## src/rtl/muldiv_pkg.sv

```systemverilog
// ~~~~~~~~~~~~~~~~~~~~
// muldiv package
// shared widths, operation codes and the request/result
// structs of the multiply/divide unit
// ~~~~~~~~~~~~~~~~~~~~

`default_nettype none

package muldiv_pkg;

   localparam int WORD_W = 32;

   typedef logic [WORD_W-1:0]   word_t;   // operand or register value
   typedef logic [2*WORD_W-1:0] dword_t;  // product, or remainder and quotient

   // issued operation
   typedef enum logic [2:0] {
      md_none  = 3'd0,
      md_mult  = 3'd1,
      md_multu = 3'd2,
      md_div   = 3'd3,
      md_divu  = 3'd4,
      md_mthi  = 3'd5,
      md_mtlo  = 3'd6
   } md_op_e;

   // a is multiplicand or dividend, b is multiplier or divisor
   typedef struct packed {
      md_op_e op;
      word_t  a;
      word_t  b;
   } md_req_t;

   typedef struct packed {
      word_t hi;
      word_t lo;
   } md_res_t;

   // iterative divider states
   typedef enum logic [1:0] {
      div_idle = 2'd0,
      div_run  = 2'd1,
      div_fix  = 2'd2
   } div_state_e;

endpackage

`default_nettype wire

```

## src/rtl/mul_pipe.sv

```systemverilog
// ~~~~~~~~~~~~~~~~~~~~
// mul_pipe
// 33x33 signed multiplier covering mult and multu,
// product and valid carried through MUL_STAGES registers
// ~~~~~~~~~~~~~~~~~~~~

`timescale 1ns/1ps
`default_nettype none

module mul_pipe
   import muldiv_pkg::*;
#(
   parameter int MUL_STAGES = 2
) (
   input  logic   aclk,
   input  logic   rst,
   input  logic   start,
   input  logic   is_signed,
   input  word_t  a,
   input  word_t  b,
   output logic   done,
   output dword_t prod
);

   logic signed [32:0] a_ext;
   logic signed [32:0] b_ext;
   logic signed [65:0] full;

   logic [MUL_STAGES-1:0] vld;
   dword_t                prod_q [MUL_STAGES];

   // sign or zero extension, then one signed multiply for both flavours
   always_comb begin
      a_ext = {is_signed & a[31], a};
      b_ext = {is_signed & b[31], b};
      full  = a_ext * b_ext;
   end

   always_ff @(posedge aclk or negedge rst) begin
      if (!rst) begin
         vld <= '0;
      end else begin
         vld[0] <= start;
         for (int i = 1; i < MUL_STAGES; i++) begin
            vld[i] <= vld[i-1];
         end
      end
   end

   // product payload, follows valid
   always_ff @(posedge aclk) begin
      prod_q[0] <= full[63:0];   // upper two bits are pure sign
      for (int i = 1; i < MUL_STAGES; i++) begin
         prod_q[i] <= prod_q[i-1];
      end
   end

   assign done = vld[MUL_STAGES-1];
   assign prod = prod_q[MUL_STAGES-1];

endmodule

`default_nettype wire

```

## src/rtl/div_iter.sv

```systemverilog
// ~~~~~~~~~~~~~~~~~~~~
// div_iter
// 32-step restoring divider, signed or unsigned
// operands reduced to magnitudes on load, signs put back in the fix state
// divide by zero gives all-ones quotient and dividend as remainder
// ~~~~~~~~~~~~~~~~~~~~

`timescale 1ns/1ps
`default_nettype none

module div_iter
   import muldiv_pkg::*;
(
   input  logic    aclk,
   input  logic    rst,
   input  logic    start,
   input  logic    is_signed,
   input  word_t   dividend,
   input  word_t   divisor,
   output logic    done,
   output md_res_t res
);

   div_state_e state;
   logic [4:0] step_cnt;

   word_t rem;     // partial remainder
   word_t quo;     // dividend bits shift out, quotient bits shift in
   word_t dvsr;
   logic  neg_q;
   logic  neg_r;

   word_t       abs_a;
   word_t       abs_b;
   logic [32:0] rem_sh;
   logic [33:0] diff;

   always_comb begin
      abs_a  = (is_signed && dividend[31]) ? -dividend : dividend;
      abs_b  = (is_signed && divisor[31])  ? -divisor  : divisor;
      rem_sh = {rem, quo[31]};
      diff   = {1'b0, rem_sh} - {2'b00, dvsr};
   end

   always_ff @(posedge aclk or negedge rst) begin
      if (!rst) begin
         state    <= div_idle;
         step_cnt <= '0;
         done     <= 1'b0;
      end else begin
         done <= 1'b0;
         case (state)
            div_idle: begin
               if (start) begin
                  state    <= div_run;
                  step_cnt <= '0;
               end
            end
            div_run: begin
               step_cnt <= step_cnt + 5'd1;
               if (step_cnt == 5'd31)
                  state <= div_fix;
            end
            div_fix: begin
               state <= div_idle;
               done  <= 1'b1;   // result registers settle on this edge
            end
            default: state <= div_idle;
         endcase
      end
   end

   // datapath
   always_ff @(posedge aclk) begin
      case (state)
         div_idle: begin
            if (start) begin
               rem   <= '0;
               quo   <= abs_a;
               dvsr  <= abs_b;
               // no quotient sign flip on a zero divisor, keeps all ones
               neg_q <= is_signed && (dividend[31] ^ divisor[31]) && (divisor != '0);
               neg_r <= is_signed && dividend[31];
            end
         end
         div_run: begin
            if (!diff[33]) begin   // trial subtract fits
               rem <= diff[31:0];
               quo <= {quo[30:0], 1'b1};
            end else begin
               rem <= rem_sh[31:0];
               quo <= {quo[30:0], 1'b0};
            end
         end
         div_fix: begin
            if (neg_q)
               quo <= -quo;
            if (neg_r)
               rem <= -rem;
         end
         default: ;
      endcase
   end

   assign res.hi = rem;
   assign res.lo = quo;

   a_start_idle: assert property (@(posedge aclk) disable iff (!rst)
      start |-> state == div_idle);

   // 1 load, 32 steps, 1 fix, then the write edge
   a_done_lat: assert property (@(posedge aclk) disable iff (!rst)
      start |=> !done [*33] ##1 done);

endmodule

`default_nettype wire

```

## src/rtl/hilo_regs.sv

```systemverilog
// ~~~~~~~~~~~~~~~~~~~~
// hilo_regs
// HI/LO register pair, loaded as a pair by result writes
// or one at a time by mthi/mtlo
// ~~~~~~~~~~~~~~~~~~~~

`timescale 1ns/1ps
`default_nettype none

module hilo_regs
   import muldiv_pkg::*;
(
   input  logic    aclk,
   input  logic    rst,
   input  logic    wr_res,
   input  md_res_t res,
   input  logic    wr_hi,
   input  logic    wr_lo,
   input  word_t   wr_data,
   output md_res_t hilo
);

   word_t hi_q;
   word_t lo_q;

   always_ff @(posedge aclk or negedge rst) begin
      if (!rst) begin
         hi_q <= '0;
         lo_q <= '0;
      end else if (wr_res) begin
         hi_q <= res.hi;
         lo_q <= res.lo;
      end else begin
         if (wr_hi)
            hi_q <= wr_data;   // mthi
         if (wr_lo)
            lo_q <= wr_data;   // mtlo
      end
   end

   assign hilo.hi = hi_q;
   assign hilo.lo = lo_q;

   // controller must have dropped the move-to already
   a_no_wr_clash: assert property (@(posedge aclk) disable iff (!rst)
      !(wr_res && (wr_hi || wr_lo)));

endmodule

`default_nettype wire

```

## src/rtl/muldiv_ctrl.sv

```systemverilog
// ~~~~~~~~~~~~~~~~~~~~
// muldiv_ctrl
// decodes issued operations, starts multiplier or divider,
// keeps busy over a divide and steers results into HI/LO
// ~~~~~~~~~~~~~~~~~~~~

`timescale 1ns/1ps
`default_nettype none

module muldiv_ctrl
   import muldiv_pkg::*;
#(
   parameter int MUL_STAGES = 2
) (
   input  logic    aclk,
   input  logic    rst,
   input  logic    issue,
   input  md_req_t req,
   output logic    busy,
   output logic    done,
   output logic    mul_start,
   output logic    mul_signed,
   output word_t   mul_a,
   output word_t   mul_b,
   input  logic    mul_done,
   input  dword_t  mul_prod,
   output logic    div_start,
   output logic    div_signed,
   output word_t   div_a,
   output word_t   div_b,
   input  logic    div_done,
   input  md_res_t div_res,
   output logic    wr_res,
   output md_res_t res,
   output logic    wr_hi,
   output logic    wr_lo,
   output word_t   wr_data
);

   localparam int CNT_W = $clog2(MUL_STAGES + 1);

   logic             busy_q;
   logic             accept;
   logic [CNT_W-1:0] mul_cnt;   // multiplies in flight

   assign busy   = busy_q & ~div_done;   // low again in the done cycle
   assign accept = issue & ~busy;

   assign mul_start  = accept && (req.op == md_mult || req.op == md_multu);
   assign mul_signed = (req.op == md_mult);
   assign mul_a      = req.a;
   assign mul_b      = req.b;

   assign div_start  = accept && (req.op == md_div || req.op == md_divu);
   assign div_signed = (req.op == md_div);
   assign div_a      = req.a;
   assign div_b      = req.b;

   // product high word to HI; divider gives remainder in hi, quotient in lo
   assign wr_res = mul_done | div_done;
   assign res    = mul_done ? md_res_t'(mul_prod) : div_res;
   assign done   = wr_res;

   assign wr_hi   = accept && (req.op == md_mthi) && !wr_res;
   assign wr_lo   = accept && (req.op == md_mtlo) && !wr_res;
   assign wr_data = req.a;

   always_ff @(posedge aclk or negedge rst) begin
      if (!rst) begin
         busy_q  <= 1'b0;
         mul_cnt <= '0;
      end else begin
         if (div_start)
            busy_q <= 1'b1;
         else if (div_done)
            busy_q <= 1'b0;
         mul_cnt <= mul_cnt + CNT_W'(mul_start) - CNT_W'(mul_done);
      end
   end

   // no multiply can be launched while a divide runs
   a_div_mul_clash: assert property (@(posedge aclk) disable iff (!rst)
      div_done |-> (mul_cnt == '0 && !mul_done));

endmodule

`default_nettype wire

```

## src/rtl/muldiv_top.sv

```systemverilog
// ~~~~~~~~~~~~~~~~~~~~
// muldiv_top
// multiply/divide unit with its own HI/LO registers
// ~~~~~~~~~~~~~~~~~~~~

`timescale 1ns/1ps
`default_nettype none

module muldiv_top
   import muldiv_pkg::*;
#(
   parameter int MUL_STAGES = 2   // 1 to 3
) (
   input  logic    aclk,
   input  logic    rst,
   input  logic    issue,
   input  md_req_t req,
   output logic    busy,
   output logic    done,
   output md_res_t hilo
);

   logic    mul_start, mul_signed, mul_done;
   word_t   mul_a, mul_b;
   dword_t  mul_prod;
   logic    div_start, div_signed, div_done;
   word_t   div_a, div_b;
   md_res_t div_res;
   logic    wr_res, wr_hi, wr_lo;
   md_res_t res;
   word_t   wr_data;

   muldiv_ctrl #(.MUL_STAGES(MUL_STAGES)) u_ctrl (
      .aclk(aclk), .rst(rst), .issue(issue), .req(req), .busy(busy), .done(done),
      .mul_start(mul_start), .mul_signed(mul_signed), .mul_a(mul_a), .mul_b(mul_b),
      .mul_done(mul_done), .mul_prod(mul_prod),
      .div_start(div_start), .div_signed(div_signed), .div_a(div_a), .div_b(div_b),
      .div_done(div_done), .div_res(div_res),
      .wr_res(wr_res), .res(res), .wr_hi(wr_hi), .wr_lo(wr_lo), .wr_data(wr_data)
   );

   mul_pipe #(.MUL_STAGES(MUL_STAGES)) u_mul (
      .aclk(aclk), .rst(rst), .start(mul_start), .is_signed(mul_signed),
      .a(mul_a), .b(mul_b), .done(mul_done), .prod(mul_prod)
   );

   div_iter u_div (
      .aclk(aclk), .rst(rst), .start(div_start), .is_signed(div_signed),
      .dividend(div_a), .divisor(div_b), .done(div_done), .res(div_res)
   );

   hilo_regs u_hilo (
      .aclk(aclk), .rst(rst), .wr_res(wr_res), .res(res),
      .wr_hi(wr_hi), .wr_lo(wr_lo), .wr_data(wr_data), .hilo(hilo)
   );

endmodule

`default_nettype wire

```

## config.mk

```make
export PLATFORM = sky130hd
export DESIGN_NAME = muldiv_top
export DESIGN_NICKNAME = d
export VERILOG_FILES = /design/src/rtl/muldiv_pkg.sv /design/src/rtl/mul_pipe.sv /design/src/rtl/div_iter.sv /design/src/rtl/hilo_regs.sv /design/src/rtl/muldiv_ctrl.sv /design/src/rtl/muldiv_top.sv
export SDC_FILE = /design/constraint.sdc
export NUM_CORES = 2
export LEC_CHECK = 0
export BUFFER_PORTS_ARGS = -buffer_cell sky130_fd_sc_hd__buf_4
export CORE_MARGIN = 2
export CORE_UTILIZATION = 58
export DETAILED_ROUTE_END_ITERATION = 10
export PLACE_DENSITY = 0.78
export SYNTH_ARGS = -nofsm -noshare
export SYNTH_HDL_FRONTEND = slang
export SYNTH_HIERARCHICAL = 1
export SYNTH_SLANG_ARGS = --single-unit
export TNS_END_PERCENT = 30
```

## constraint.sdc

```tcl
create_clock -name aclk -period 3.3 [get_ports aclk]
set_input_delay 0.33 -clock aclk [delete_from_list [all_inputs] [get_ports aclk]]
set_output_delay 0.33 -clock aclk [all_outputs]
set_load 0.05 [all_outputs]
```

## Word-level counts from Yosys, hierarchy flattened

Memories as Yosys holds them, arrays and structs flattened.
Cells that the tools add are included.

- $add $sub $neg: 6
- $mul: 1
- Equal/unequal tests: 13
- Multiplexer cells: 23
- Bitwise operators: 8
- Reductions and logical operators: 25

Operator list:

| kind | count |
|---|---|
| 2-to-1 mux 32 bit | 11 |
| case mux 32 bit (3 select lines) | 2 |
| negation 32 bit | 4 |
| multiplier 33 x 33 -> 64 bit | 1 |
| 2-to-1 mux 64 bit | 1 |
| subtractor 33 x 32 -> 34 bit | 1 |
| nonzero test 32 bit | 1 |
| logical AND 1 bit | 10 |
| case mux 5 bit (2 select lines) | 1 |
| equality test 3 bit, second input constant | 3 |
| nonzero test 2 bit | 4 |
| equality test 3 x 2 -> 1 bit, second input constant | 2 |
| != test 2 x 1 -> 1 bit, second input constant | 3 |
| AND reduction 2 bit | 3 |
| AND reduction 3 bit | 2 |
| adder 5 x 1 -> 5 bit, second input constant | 1 |
| equality test 5 bit, second input constant | 1 |
| 2-to-1 mux 5 bit | 1 |
| bitwise AND 1 bit | 4 |
| 2-to-1 mux 1 bit | 4 |
| 2-to-1 mux 2 bit | 2 |
| case mux 2 bit (2 select lines) | 1 |
| equality test 3 x 1 -> 1 bit, second input constant | 1 |
| nonzero test 3 bit | 1 |
| other kinds (9) | 11 |

- Bits in registers: 173
- Bits in writable memories: 128
- Bits of input ports: 70
- Output and inout bits: 66
- Logic and storage cells: 89
- Memories kept: 1

Memories:

| memory | words | width | read ports | clocked after Yosys merged registers in | write ports | line | text |
|---|---|---|---|---|---|---|---|
| u_mul.prod_q | 2 | 64 | 2 | 0 | 2 | mul_pipe.sv:30 | `dword_t prod_q [MUL_STAGES];` |

## Depth between registers and ports, before layout

- Depth after elaboration: 8
- Gate-level depth with buffers: 31
- Depth with buffers taken out: 29

## By module

Netlist, hierarchy kept.

Modules (own cells, without submodules):

| module | instances | cells an instance | area an instance (sq um) | sequential area each (sq um) |
|---|---|---|---|---|
| mul_pipe | 1 | 4353 | 40993.1 | 2612.5 |
| div_iter | 1 | 1001 | 8894.8 | 3143.0 |
| hilo_regs | 1 | 278 | 3015.4 | 1601.5 |
| muldiv_ctrl | 1 | 249 | 2135.8 | 25.0 |

## Least setup slack after synthesis

No wires, ideal clock.

- Kind: input -> register
- From: input port req[66] in the netlist's numbering
- To: memory u_mul/prod_q[0][63] in the netlist's numbering
- Data arrival time: 8.292 ns
- Setup slack: -5.065 ns
- Stages: 27
- Cells stage by stage: nor3b_1 > clkbuf_1 > clkbuf_1 > and3_1 > fa_1 > fa_1 > fa_1 > inv_1 > fa_1 > inv_1 > fa_1 > fa_1 > inv_1 > fa_1 > fa_1 > inv_1 > ha_1 > a21oi_1 > o21ai_0 > a2111oi_0 > a21oi_1 > or3_1 > o211ai_1 > a41o_1 > o21ai_1 > a21oi_1 > xnor2_1

RTL lines:

| item | line | text |
|---|---|---|
| from (decl) | muldiv_top.sv:17 | `input md_req_t req,` |
| to (decl) | mul_pipe.sv:30 |  |

==> flow_summary.ini <==
[floorplan]
die_area_um2 = 97400
std_cell_rows = 112
die_x_um = 312
io_pins = 136
die_h_um = 312
initial_core_util = 0.587
core_area_um2 = 93700

[sta]
timing.final.hold_violations = 29
setup_violations = 61
hold-worst-slack_ps = -16.5
report.final.slew_viol_count = 0
fmax_ghz = 0.132
clock_skew_ps = 29.4
worst_slew_pin_slew_ps = 1060
relSlewSlack = 0.294
worst_slack_ps = -4260
fin_setup_tns_ps = -176590
rsz0062_at_grt = yes
finalCriticalPeriod_ps = 7560
fin_crit_sh = 2.29

[global_route]
overflow = 0
grt_util_all_layers = 0.342
grt_pass1_wl_mm = 257
grt_pass1_vias = 46100
antenna_found_initial = 4
grt_max_degree = 76

[synth]
synth_cell_types = 96
synth-seq-area-share = 0.134
synth-edff-count = 98
yosysWarnings = 6
syn_nets = 7330
syn_inst = 5881
synth_top_family_by_area = adder cells
postSynthAreaPerCell_um2 = 9.36
synthAdderAreaFrac = 0.467
synth_compound_area_frac = 0.0618
synth_ff_type = dfxtp_1
synth-xor-area-share = 0.0326
synth_area_um2 = 55000
synthArstFlopShare = 0.249
synth_simple_gate_area_frac = 0.141
yosys-mux-area-fraction = 0.0297
ys_ff_latch = 301

[setup_path]
slowest_delay_ps = 560
cp-end-kind = flip-flop
worstSetupPathType = primary input to flip-flop
crit_start = req[65]
crit_slowest_cell = fa_1
cp.arrival_ps = 7980
startpoint_type = primary input
crit_top_cell = fa_1
reg2reg_from = u_div/quo[31]
cp_max_fo = 5
worstPathRequired_ps = 3720

[cells_and_area]
area_growth_pct = 13.9
drive_gt1_frac = 0.189
final_area_um2 = 62700
layout.nets = 7627
seq_area_um2 = 7380
mostFrequentLayoutCells = inv_1, fa_1, nand2_1
multi_input_area_um2 = 41500
fillers = 6760
final_common_cell = inv_1

[placement]
io_buffers = 135
place_ws_ps = -5080
routabilityCongestion = 0.976
hpwl_mm = 132
place_area_um2 = 60100

[drt]
dr_total_vias = 43200
drc = 2
wire_per_inst_um = 22.2
viasPerCell = 5.79
wl_mm = 166
drt_iter0_markers = 4429
dr.pass1.iters = 10
antenna_left = 0

[worst_hold_path]
worstHoldPathType = primary input to async pin

[clock_network]
cts.sinks = 301
clock_latency_ps = 540
clk_pin_slew_ps = 70
ctsRootBufferMaster = clkbuf_16
htree_levels = 2
cts_buffers = 34
clockBufferDepth = 3
ctsHoldBuffers = 0
cts_tree = done

[run_status]
violations = design-rule violations, negative hold slack, negative setup slack
status = finished, violations left

[job]
cap_violations = 0
[path summary, 6_finish.rpt]
check / end / slack, ps / cells after the start
worst max-delay path: u_mul/prod_q[0][63] / -4260 / 31
worst min-delay path: u_ctrl/busy_q / -20 / 1
worst max register to register: u_div/rem[28] / -50 / 12
worst min register to register: u_mul/prod_q[0][67] / 310 / 0
max in group asynchronous: u_hilo/hi_q[10] / 2610 / 1
min in group aclk: u_mul/vld[0] / 80 / 3
[layer usage]
layer / share of wire / GRT usage
met4: 0.068 / 0.195
met3: 0.10 / 0.0725
met5: 0.00016 / 0
met2: 0.47 / 0.549
met1: 0.36 / 0.434
[synthesized netlist by cell type, types with 21 or more instances]
master    number  area, um2
a21o_1        39        293
a21oi_1      148        741
a221oi_1      25        219
and2_1       365       2280
and3_1        32        200
buf_2         21        105
buf_4        234       1760
clkbuf_1     247        927
dfrtp_1       75       1880
dfxtp_1      128       2560
edfxtp_1      98       2940
fa_1        1126      22500
ha_1         253       3170
inv_1       1163       4370
mux2_2        65        732
mux2i_1       90        901
nand2_1      871       3270
nand3_1       36        180
nor2_1       148        556
nor3_1        37        185
nor4_1        27        169
o21ai_0       82        410
o21ai_1       64        320
o22ai_1       21        131
xnor2_1      124       1090
xor2_1        81        709
[cells by family after synthesis]
family,after synthesis
AO/OA/AOI/OAI,522
XOR/XNOR,205
adder cells (fa/ha/maj),1379
buffers and inverters,1681
flip-flops,301
multiplexers,155
AND/OR/NAND/NOR,1638
[final cells by class]
class                           instances  share of cell area
Multi-Input combinational cell       3899               0.662
Sequential cell                       301               0.118
Timing Repair Buffer                  777               0.107
Inverter                             1165              0.0698
Tap cell                             1254              0.0250
Clock buffer                           43              0.0148
Clock inverter                         19             0.00341
Antenna cell                            3            0.000120
[state kept, by name, indices dropped and copies added (netlist names)]
signal,cells
u_mul/vld,2
u_hilo/lo_q,32
u_div/state,2
u_mul/prod_q,128
u_div/neg_q,1
u_div/step_cnt,5
u_div/rem,32
u_ctrl/busy_q,1
u_div/done,1
u_div/neg_r,1
u_hilo/hi_q,32
u_div/dvsr,32
u_div/quo,32
[through the flow]
stage	utilization	std cells
floorplan	-	5881
global placement	0.641	7368
detailed placement	0.641	7368
CTS	0.663	7450
global route	0.669	7459
finish	0.669	7461
[what timing repair did]
action,4_1_cts,5_1_grt
gates resized for setup,184,97
pin swaps,74,51
buffers inserted,20,10
setup endpoints to repair,80,83
gates cloned,1,0
[worst max-delay path, delay by kind of cell]
kind,cells,cell delay [ps]
xor+xnor,1,90
buf+inv,9,830
fa+ha+maj,9,4360
compound gates,6,1240
simple gates,6,1100
Power is not shown: default switching activity piles up to over one toggle a cycle in this logic, so the estimate is an artifact.
